===== config.mk =====
export PLATFORM = sky130hd
export DESIGN_NAME = chan_mux_top
export DESIGN_NICKNAME = d
export VERILOG_FILES = /design/src/hdl/chan_cfg_pkg.sv /design/src/hdl/chan_data_pkg.sv /design/src/hdl/chan_cfg_slave.sv /design/src/hdl/chan_select_stage.sv /design/src/hdl/chan_output_stage.sv /design/src/hdl/chan_mux_top.sv
export VERILOG_INCLUDE_DIRS = /design/src /design/src/hdl
export SDC_FILE = /design/constraint.sdc
export NUM_CORES = 1
export LEC_CHECK = 0
export ABC_AREA = 0
export BUFFER_PORTS_ARGS = -buffer_cell sky130_fd_sc_hd__buf_2
export CAP_MARGIN = 20
export CORE_MARGIN = 10
export CORE_UTILIZATION = 40
export CTS_CLUSTER_SIZE = 10
export DETAILED_ROUTE_END_ITERATION = 8
export PLACE_DENSITY = 0.69
export SETUP_SLACK_MARGIN = 0.15
export SYNTH_ARGS = -nofsm -noshare
export SYNTH_HDL_FRONTEND = slang
export SYNTH_SLANG_ARGS = --single-unit
export TNS_END_PERCENT = 50

===== constraint.sdc =====
create_clock -name data_clk -period 4.2 [get_ports data_clk]
set_input_delay 0 -clock data_clk [delete_from_list [all_inputs] [get_ports data_clk]]
set_output_delay 0 -clock data_clk [all_outputs]
set_load 0.05 [all_outputs]

===== src/hdl/chan_mux_params.svh =====
// ================================================
// Channel mux sizing
// Channel counts, sample width and index widths.
// ================================================

`ifndef CHAN_MUX_PARAMS_SVH
`define CHAN_MUX_PARAMS_SVH

// Channel counts.
`define CHAN_MUX_IN_CHANNELS 8
`define CHAN_MUX_OUT_CHANNELS 4

// One sample.
`define CHAN_MUX_SAMPLE_WIDTH 16

// Index widths, sized for the counts above.
`define CHAN_MUX_SELECT_BITS 3
`define CHAN_MUX_OUT_BITS 2

// Output samples dropped after a source switch.
`define CHAN_MUX_BLANK_CYCLES 2

`endif


===== src/hdl/chan_cfg_pkg.sv =====
// ================================================
// Channel mux control types
// Command opcodes and handshake states.
// ================================================

package chan_cfg_pkg;

  `include "chan_mux_params.svh"

  // Host commands.
  typedef enum logic [1:0] {
    OP_SET_CHANNEL = 2'd0,
    OP_BROADCAST   = 2'd1,
    OP_IDENTITY    = 2'd2
  } cfg_opcode_t;

  // Four-phase handshake states.
  typedef enum logic [1:0] {
    CFG_IDLE  = 2'd0,
    CFG_APPLY = 2'd1,
    CFG_ACK   = 2'd2
  } cfg_state_t;

endpackage


===== src/hdl/chan_data_pkg.sv =====
// ================================================
// Channel mux data types
// Samples, source indices and the select table.
// ================================================

package chan_data_pkg;

  `include "chan_mux_params.svh"

  typedef logic [`CHAN_MUX_SAMPLE_WIDTH-1:0] sample_t;

  typedef logic [`CHAN_MUX_SELECT_BITS-1:0] source_idx_t;

  // Entry i holds the source of output i.
  typedef source_idx_t [`CHAN_MUX_OUT_CHANNELS-1:0] select_table_t;

endpackage


===== src/hdl/chan_cfg_slave.sv =====
// ================================================
// Channel mux command slave
// Four-phase req/ack port that decodes host
// commands and owns the select table.
// ================================================

`timescale 1ns/1ps

`include "chan_mux_params.svh"

module chan_cfg_slave
  import chan_cfg_pkg::*;
  import chan_data_pkg::*;
(
  input  logic                               data_clk,
  input  logic                               config_reset,
  input  logic                               cfg_req,
  input  cfg_opcode_t                        cfg_opcode,
  input  logic [`CHAN_MUX_OUT_BITS-1:0]      cfg_channel,
  input  source_idx_t                        cfg_source,
  output logic                               cfg_ack,
  output select_table_t                      select_table,
  output logic [`CHAN_MUX_OUT_CHANNELS-1:0]  table_changed
);

  cfg_state_t                          state;
  cfg_opcode_t                         cmd_opcode;
  logic [`CHAN_MUX_OUT_BITS-1:0]       cmd_channel;
  source_idx_t                         cmd_source;
  select_table_t                       next_table;
  logic [`CHAN_MUX_OUT_CHANNELS-1:0]   next_changed;

  // Output i takes input i.
  function automatic select_table_t identity_table();
    select_table_t tbl;
    for (int i = 0; i < `CHAN_MUX_OUT_CHANNELS; i++) begin
      tbl[i] = source_idx_t'(i);
    end
    return tbl;
  endfunction

  // ================================================
  // Command capture
  // ================================================

  always_ff @(posedge data_clk) begin
    if (state == CFG_IDLE && cfg_req) begin
      cmd_opcode  <= cfg_opcode;
      cmd_channel <= cfg_channel;
      cmd_source  <= cfg_source;
    end
  end

  // New table from the captured command.
  always_comb begin
    next_table = select_table;
    case (cmd_opcode)
      OP_SET_CHANNEL: begin
        for (int i = 0; i < `CHAN_MUX_OUT_CHANNELS; i++) begin
          if (i == cmd_channel) begin
            next_table[i] = cmd_source;
          end
        end
      end
      OP_BROADCAST: begin
        for (int i = 0; i < `CHAN_MUX_OUT_CHANNELS; i++) begin
          next_table[i] = cmd_source;
        end
      end
      OP_IDENTITY: next_table = identity_table();
      default: next_table = select_table;
    endcase
    // Only entries that really move get flagged.
    for (int i = 0; i < `CHAN_MUX_OUT_CHANNELS; i++) begin
      next_changed[i] = (next_table[i] != select_table[i]);
    end
  end

  // ================================================
  // Handshake FSM
  // ================================================

  always_ff @(posedge data_clk) begin
    if (config_reset) begin
      state         <= CFG_IDLE;
      cfg_ack       <= 1'b0;
      select_table  <= identity_table();
      table_changed <= '0;
    end else begin
      table_changed <= '0;
      case (state)
        CFG_IDLE: begin
          if (cfg_req) begin
            state <= CFG_APPLY;
          end
        end
        CFG_APPLY: begin
          select_table  <= next_table;
          table_changed <= next_changed;
          cfg_ack       <= 1'b1;
          state         <= CFG_ACK;
        end
        CFG_ACK: begin
          // Hold ack until the host lets go of req.
          if (!cfg_req) begin
            cfg_ack <= 1'b0;
            state   <= CFG_IDLE;
          end
        end
        default: state <= CFG_IDLE;
      endcase
    end
  end

  a_ack_not_idle: assert property (@(posedge data_clk) disable iff (config_reset)
    (state == CFG_IDLE) |-> !cfg_ack);

  a_source_range: assert property (@(posedge data_clk) disable iff (config_reset)
    (state == CFG_APPLY) |-> (cmd_source < `CHAN_MUX_IN_CHANNELS));

  // Change flags only on the ack rising edge.
  a_changed_on_ack: assert property (@(posedge data_clk) disable iff (config_reset)
    (table_changed != '0) |-> (cfg_ack && !$past(cfg_ack)));

endmodule


===== src/hdl/chan_select_stage.sv =====
// ================================================
// Channel mux select stage
// Stage 1: picks each output's source sample and
// marks outputs whose source just changed.
// ================================================

`timescale 1ns/1ps

`include "chan_mux_params.svh"

module chan_select_stage
  import chan_data_pkg::*;
(
  input  logic                                                      data_clk,
  input  logic                                                      config_reset,
  input  logic [`CHAN_MUX_IN_CHANNELS*`CHAN_MUX_SAMPLE_WIDTH-1:0]   in_data,
  input  logic [`CHAN_MUX_IN_CHANNELS-1:0]                          in_valid,
  input  select_table_t                                             select_table,
  input  logic [`CHAN_MUX_OUT_CHANNELS-1:0]                         table_changed,
  output logic [`CHAN_MUX_OUT_CHANNELS*`CHAN_MUX_SAMPLE_WIDTH-1:0]  s1_data,
  output logic [`CHAN_MUX_OUT_CHANNELS-1:0]                         s1_valid,
  output logic [`CHAN_MUX_OUT_CHANNELS-1:0]                         s1_switch
);

  sample_t                            in_sample [`CHAN_MUX_IN_CHANNELS];
  sample_t                            sel_data  [`CHAN_MUX_OUT_CHANNELS];
  logic [`CHAN_MUX_OUT_CHANNELS-1:0]  sel_valid;

  // Split the flat input bus per channel.
  always_comb begin
    for (int i = 0; i < `CHAN_MUX_IN_CHANNELS; i++) begin
      in_sample[i] = in_data[i*`CHAN_MUX_SAMPLE_WIDTH +: `CHAN_MUX_SAMPLE_WIDTH];
    end
  end

  // ================================================
  // Source mux
  // ================================================

  always_comb begin
    source_idx_t src;
    for (int o = 0; o < `CHAN_MUX_OUT_CHANNELS; o++) begin
      src          = select_table[o];
      sel_data[o]  = in_sample[src];
      sel_valid[o] = in_valid[src];
    end
  end

  // ================================================
  // Stage 1 registers
  // ================================================

  // Switch mark rides with the first sample under the new table.
  always_ff @(posedge data_clk) begin
    if (config_reset) begin
      s1_valid  <= '0;
      s1_switch <= '0;
    end else begin
      s1_valid  <= sel_valid;
      s1_switch <= table_changed;
    end
  end

  always_ff @(posedge data_clk) begin
    for (int o = 0; o < `CHAN_MUX_OUT_CHANNELS; o++) begin
      s1_data[o*`CHAN_MUX_SAMPLE_WIDTH +: `CHAN_MUX_SAMPLE_WIDTH] <= sel_data[o];
    end
  end

  a_valid_after_reset: assert property (@(posedge data_clk)
    config_reset |=> (s1_valid == '0));

endmodule


===== src/hdl/chan_output_stage.sv =====
// ================================================
// Channel mux output stage
// Stage 2: output registers, with valid blanked
// for a few samples after a source switch.
// ================================================

`timescale 1ns/1ps

`include "chan_mux_params.svh"

module chan_output_stage (
  input  logic                                                      data_clk,
  input  logic                                                      config_reset,
  input  logic [`CHAN_MUX_OUT_CHANNELS*`CHAN_MUX_SAMPLE_WIDTH-1:0]  s1_data,
  input  logic [`CHAN_MUX_OUT_CHANNELS-1:0]                         s1_valid,
  input  logic [`CHAN_MUX_OUT_CHANNELS-1:0]                         s1_switch,
  output logic [`CHAN_MUX_OUT_CHANNELS*`CHAN_MUX_SAMPLE_WIDTH-1:0]  out_data,
  output logic [`CHAN_MUX_OUT_CHANNELS-1:0]                         out_valid
);

  localparam int BLANK_BITS = $clog2(`CHAN_MUX_BLANK_CYCLES + 1);

  logic [BLANK_BITS-1:0] blank_cnt  [`CHAN_MUX_OUT_CHANNELS];
  logic [BLANK_BITS-1:0] blank_next [`CHAN_MUX_OUT_CHANNELS];

  // ================================================
  // Blanking counters
  // ================================================

  // Load on switch, then count down to zero.
  always_comb begin
    for (int o = 0; o < `CHAN_MUX_OUT_CHANNELS; o++) begin
      if (s1_switch[o]) begin
        blank_next[o] = BLANK_BITS'(`CHAN_MUX_BLANK_CYCLES);
      end else if (blank_cnt[o] != '0) begin
        blank_next[o] = blank_cnt[o] - 1'b1;
      end else begin
        blank_next[o] = '0;
      end
    end
  end

  always_ff @(posedge data_clk) begin
    if (config_reset) begin
      out_valid <= '0;
      for (int o = 0; o < `CHAN_MUX_OUT_CHANNELS; o++) begin
        blank_cnt[o] <= '0;
      end
    end else begin
      for (int o = 0; o < `CHAN_MUX_OUT_CHANNELS; o++) begin
        blank_cnt[o] <= blank_next[o];
        // Gate on the loaded count so the window is exactly N samples.
        out_valid[o] <= s1_valid[o] && (blank_next[o] == '0);
      end
    end
  end

  // Payload register.
  always_ff @(posedge data_clk) begin
    out_data <= s1_data;
  end

  // A switch blanks the next N output samples.
  for (genvar o = 0; o < `CHAN_MUX_OUT_CHANNELS; o++) begin : g_blank_chk
    a_blank_holds: assert property (@(posedge data_clk) disable iff (config_reset)
      s1_switch[o] |=> !out_valid[o] [*`CHAN_MUX_BLANK_CYCLES]);
  end

endmodule


===== src/hdl/chan_mux_top.sv =====
// ================================================
// Channel mux top level
// Command slave feeding a two-stage select and
// output pipeline.
// ================================================

`timescale 1ns/1ps

`include "chan_mux_params.svh"

module chan_mux_top
  import chan_cfg_pkg::*;
  import chan_data_pkg::*;
(
  input  logic                                                      data_clk,
  input  logic                                                      config_reset,
  // Data in.
  input  logic [`CHAN_MUX_IN_CHANNELS*`CHAN_MUX_SAMPLE_WIDTH-1:0]   in_data,
  input  logic [`CHAN_MUX_IN_CHANNELS-1:0]                          in_valid,
  // Data out.
  output logic [`CHAN_MUX_OUT_CHANNELS*`CHAN_MUX_SAMPLE_WIDTH-1:0]  out_data,
  output logic [`CHAN_MUX_OUT_CHANNELS-1:0]                         out_valid,
  // Command port.
  input  logic                                                      cfg_req,
  input  cfg_opcode_t                                               cfg_opcode,
  input  logic [`CHAN_MUX_OUT_BITS-1:0]                             cfg_channel,
  input  source_idx_t                                               cfg_source,
  output logic                                                      cfg_ack
);

  select_table_t                                             select_table;
  logic [`CHAN_MUX_OUT_CHANNELS-1:0]                         table_changed;
  logic [`CHAN_MUX_OUT_CHANNELS*`CHAN_MUX_SAMPLE_WIDTH-1:0]  s1_data;
  logic [`CHAN_MUX_OUT_CHANNELS-1:0]                         s1_valid;
  logic [`CHAN_MUX_OUT_CHANNELS-1:0]                         s1_switch;

  chan_cfg_slave u_cfg_slave (
    .data_clk      (data_clk),
    .config_reset  (config_reset),
    .cfg_req       (cfg_req),
    .cfg_opcode    (cfg_opcode),
    .cfg_channel   (cfg_channel),
    .cfg_source    (cfg_source),
    .cfg_ack       (cfg_ack),
    .select_table  (select_table),
    .table_changed (table_changed)
  );

  chan_select_stage u_select_stage (
    .data_clk      (data_clk),
    .config_reset  (config_reset),
    .in_data       (in_data),
    .in_valid      (in_valid),
    .select_table  (select_table),
    .table_changed (table_changed),
    .s1_data       (s1_data),
    .s1_valid      (s1_valid),
    .s1_switch     (s1_switch)
  );

  chan_output_stage u_output_stage (
    .data_clk     (data_clk),
    .config_reset (config_reset),
    .s1_data      (s1_data),
    .s1_valid     (s1_valid),
    .s1_switch    (s1_switch),
    .out_data     (out_data),
    .out_valid    (out_valid)
  );

endmodule


==> flow_summary.json <==
{
  "crit_type": "flip-flop to flip-flop",
  "yosysWarnings": 0,
  "instances_no_fill": 1097,
  "irDropWorstVdd_v": 0.0002462,
  "cts_sinks": 174,
  "synthArstFlopShare": 0,
  "clockBufferDepth": 2,
  "min_period_ps": 2217,
  "p_int_mw": 3.091,
  "routedWlPerCell_um": 23.31,
  "grt_overflow": 0,
  "worst_slew_pin_slew_ps": 1114,
  "antenna_left": 0,
  "cts_max_level": 4,
  "synth-edff-count": 7,
  "pin_count": 215,
  "root_buffer": "clkbuf_16",
  "yosysUniqueCellTypes": 52,
  "first_global_vias": 6521,
  "clock_skew_ps": 10.74,
  "power.total_mw": 4.283,
  "rsz0062_at_grt": "false",
  "ff2ff_setup_slack_ps": 1980,
  "rr_worst_depth": 5,
  "critPathCaptureType": "flip-flop",
  "dp_hpwl_um": 17740,
  "die_h_um": 168.7,
  "synth_area_um2": 8846,
  "syn-num-nets": 744,
  "area_growth_pct": 21.12,
  "grt_max_degree": 39,
  "grt_pass1_wl_um": 38500,
  "vias": 6331,
  "ys.flop_type": "dfxtp_1",
  "syn_avg_cell_area_um2": 14.79,
  "nNetsFinal": 942,
  "cts_made_buffers": 17,
  "firstDrtPassIters": 7,
  "power_density_nw_per_um2": 399.8,
  "initial_core_util": 0.4053,
  "hold_depth": 4,
  "cts_tree": "yes",
  "synth-seq-area-share": 0.4017,
  "clockPowerShare": 0.378,
  "relSlewSlack": 0.2575,
  "postCtsSetupBuffers": 0,
  "power_switching_mw": 1.192,
  "gp_congestion": 0.8473,
  "synth_cells": 598,
  "cap_violations": 0,
  "required_ps": 4510,
  "holdCritPathClass": "primary input to flip-flop",
  "drive_above_1_share": 0.4512,
  "drv_slew": 0,
  "r2r-start": "u_cfg_slave.select_table[9]",
  "path_clk_slew_ps": 70,
  "antenna_found_initial": 9,
  "r2r-end": "u_cfg_slave.table_changed[3]",
  "setup_violations": 0,
  "status": "finished clean",
  "cp_max_fo": 21,
  "slowest_delay_ps": 900,
  "critPathArrivalTime_ps": 2520,
  "insertion_delay_ps": 430,
  "drt_iter0_markers": 663,
  "io_buffers": 214,
  "hold_end": "u_select_stage.s1_data[62]",
  "swShare": 0.2783,
  "postRouteWirelength_um": 25570,
  "tns_ps": 0,
  "dp_cells": 1048,
  "track_usage": 0.1745,
  "die_area_um2": 28460,
  "power.share.sequential": 0.442,
  "core-area_um2": 21820,
  "holdCritStartpoint": "in_data[94]",
  "comb_power_share": 0.180,
  "path_cells": "buf_4 > nand2_1 > a222oi_1 > a211o_1 > a31oi_1",
  "p_leak_nw": 4.448,
  "critPathSlowestCell": "dfxtp_2",
  "drc": 0,
  "ys_ff_latch": 174,
  "vias_per_cell": 5.771,
  "report.final.hold_viol_count": 0,
  "fp.dieW_um": 168.7,
  "worstSetupStartpointType": "flip-flop",
  "finalCritPeriodShare": 0.5279,
  "max_freq_ghz": 0.4510,
  "rows": 54
}
registers in the layout, summed over array words and instances (netlist names):
signal                     cells
u_cfg_slave.state              2
u_cfg_slave.cmd_source         3
u_cfg_slave.cmd_opcode         2
u_output_stage.out_data       64
u_cfg_slave.select_table      12
u_output_stage.out_valid       4
u_select_stage.s1_valid        4
u_select_stage.s1_data        64
u_cfg_slave.table_changed      4
u_select_stage.s1_switch       4
u_cfg_slave.cmd_channel        2
u_cfg_slave.cfg_ack            1
u_output_stage.blank_cnt       8
worst max-delay path by stage:
| stage | slack, ps | from | depth (start not counted) | end |
|---|---|---|---|---|
| 2_1_floorplan | 2690 | u_cfg_slave.select_table[0] | 4 | u_select_stage.s1_data[10] |
| 5_1_grt | 1830 | u_cfg_slave.select_table[9] | 4 | u_select_stage.s1_data[55] |
| 3_5_place_dp | 2000 | u_cfg_slave.select_table[9] | 4 | u_select_stage.s1_data[55] |
| 3_3_place_gp | 1980 | u_cfg_slave.select_table[6] | 2 | u_select_stage.s1_data[46] |
| 4_1_cts | 1990 | u_cfg_slave.select_table[9] | 4 | u_select_stage.s1_data[57] |
| 6_report | 1980 | u_cfg_slave.select_table[9] | 5 | u_cfg_slave.table_changed[3] |
through the flow:
stage               cell area (µm²)  hold WS (ps)  utilization  worst slack [ps]
floorplan                      8846         98.87            -              2685
finish                        10710         20.97       0.4909              1983
CTS                           10690        0.1288       0.4898              1993
detailed placement            10000         178.2       0.4584              2005
global placement               9963         179.9       0.4565              1977
global route                  10710         19.50       0.4907              1827
final cells by class:
cell class / instances / area, µm²
clock inverters: 13 / 162.7
inverters: 7 / 26.28
flip-flops and latches: 174 / 3563
diodes: 8 / 20.02
clock buffers: 19 / 442.9
multi-input cells: 365 / 4907
well taps: 280 / 350.3
fillers: 1891 / 11110
repair buffers: 231 / 1241
cells in the final DEF, fill, tap and decap left out, types with 8 or more instances in the layout:
cell,n
dlygate4sd3_1,8
nor2b_1,8
nor2_1,21
mux4_2,53
buf_2,215
nand2_1,57
dfxtp_2,8
mux2_2,48
diode_2,8
dfxtp_1,159
nor4b_1,8
clkbuf_16,17
mux4_1,83
a21oi_1,16
o21ai_0,9
synthesized netlist by cell type, drive strengths merged, types with 2 or more instances:
cell type  instances  share of area
dfxtp            167           0.38
mux4             136           0.38
nand2             57          0.024
mux2              48          0.061
buf               31          0.032
clkbuf            21         0.0089
nor2              21         0.0089
a21oi             16         0.0091
o21ai              9         0.0051
nor2b              8         0.0057
nor4b              8         0.0079
edfxtp             7          0.024
nand2b             7         0.0050
nor3               7         0.0040
inv                6         0.0025
o21bai             4         0.0034
a211oi             3         0.0025
a22oi              3         0.0025
mux2i              3         0.0034
nand3              3         0.0017
xnor2              3         0.0030
a211o              2         0.0020
a21o               2         0.0017
a31oi              2         0.0014
nand3b             2         0.0017
nor4               2         0.0014
metal layers:
layer,global-route usage,part of all wire,up-vias
met1,0.2052,0.39,3159
met3,0.05373,0.085,36
met5,0,0.00051,-
met2,0.2913,0.50,290
li1,-,-,2844
met4,0.07040,0.023,2
power groups by stage:
stage	sequential (mW)	clock, mW	combinational (mW)
2_1_floorplan	2.11	0	0.341
3_3_place_gp	1.94	0	0.740
3_5_place_dp	1.93	0	0.766
4_1_cts	1.89	1.67	0.774
5_1_grt	1.91	1.72	0.819
6_report	1.89	1.62	0.772
repair_timing:
| item | in CTS | in global routing |
|---|---|---|
| endpoints found under the hold margin | 9 | 0 |
| hold buffers | 8 | 0 |
| gates resized for setup | 0 | 0 |
logic make-up after synthesis:
| kind of cell | share of synthesized area |
|---|---|
| flip-flops | 0.4017 |
| buffers and inverters | 0.04356 |
| AND/OR/NAND/NOR | 0.06507 |
| AO/OA/AOI/OAI | 0.04074 |
| multiplexers | 0.4460 |
| XOR/XNOR | 0.002971 |
critical path: cells and delay by family, from the launching register on:
| kind | cells | cell delay, ps |
|---|---|---|
| and+or+nand+nor | 1 | 90 |
| AOI/OAI and AO/OA | 3 | 620 |
| buffers and inverters | 1 | 480 |
| DFF | 1 | 900 |
(Power assumes the default switching activity.)
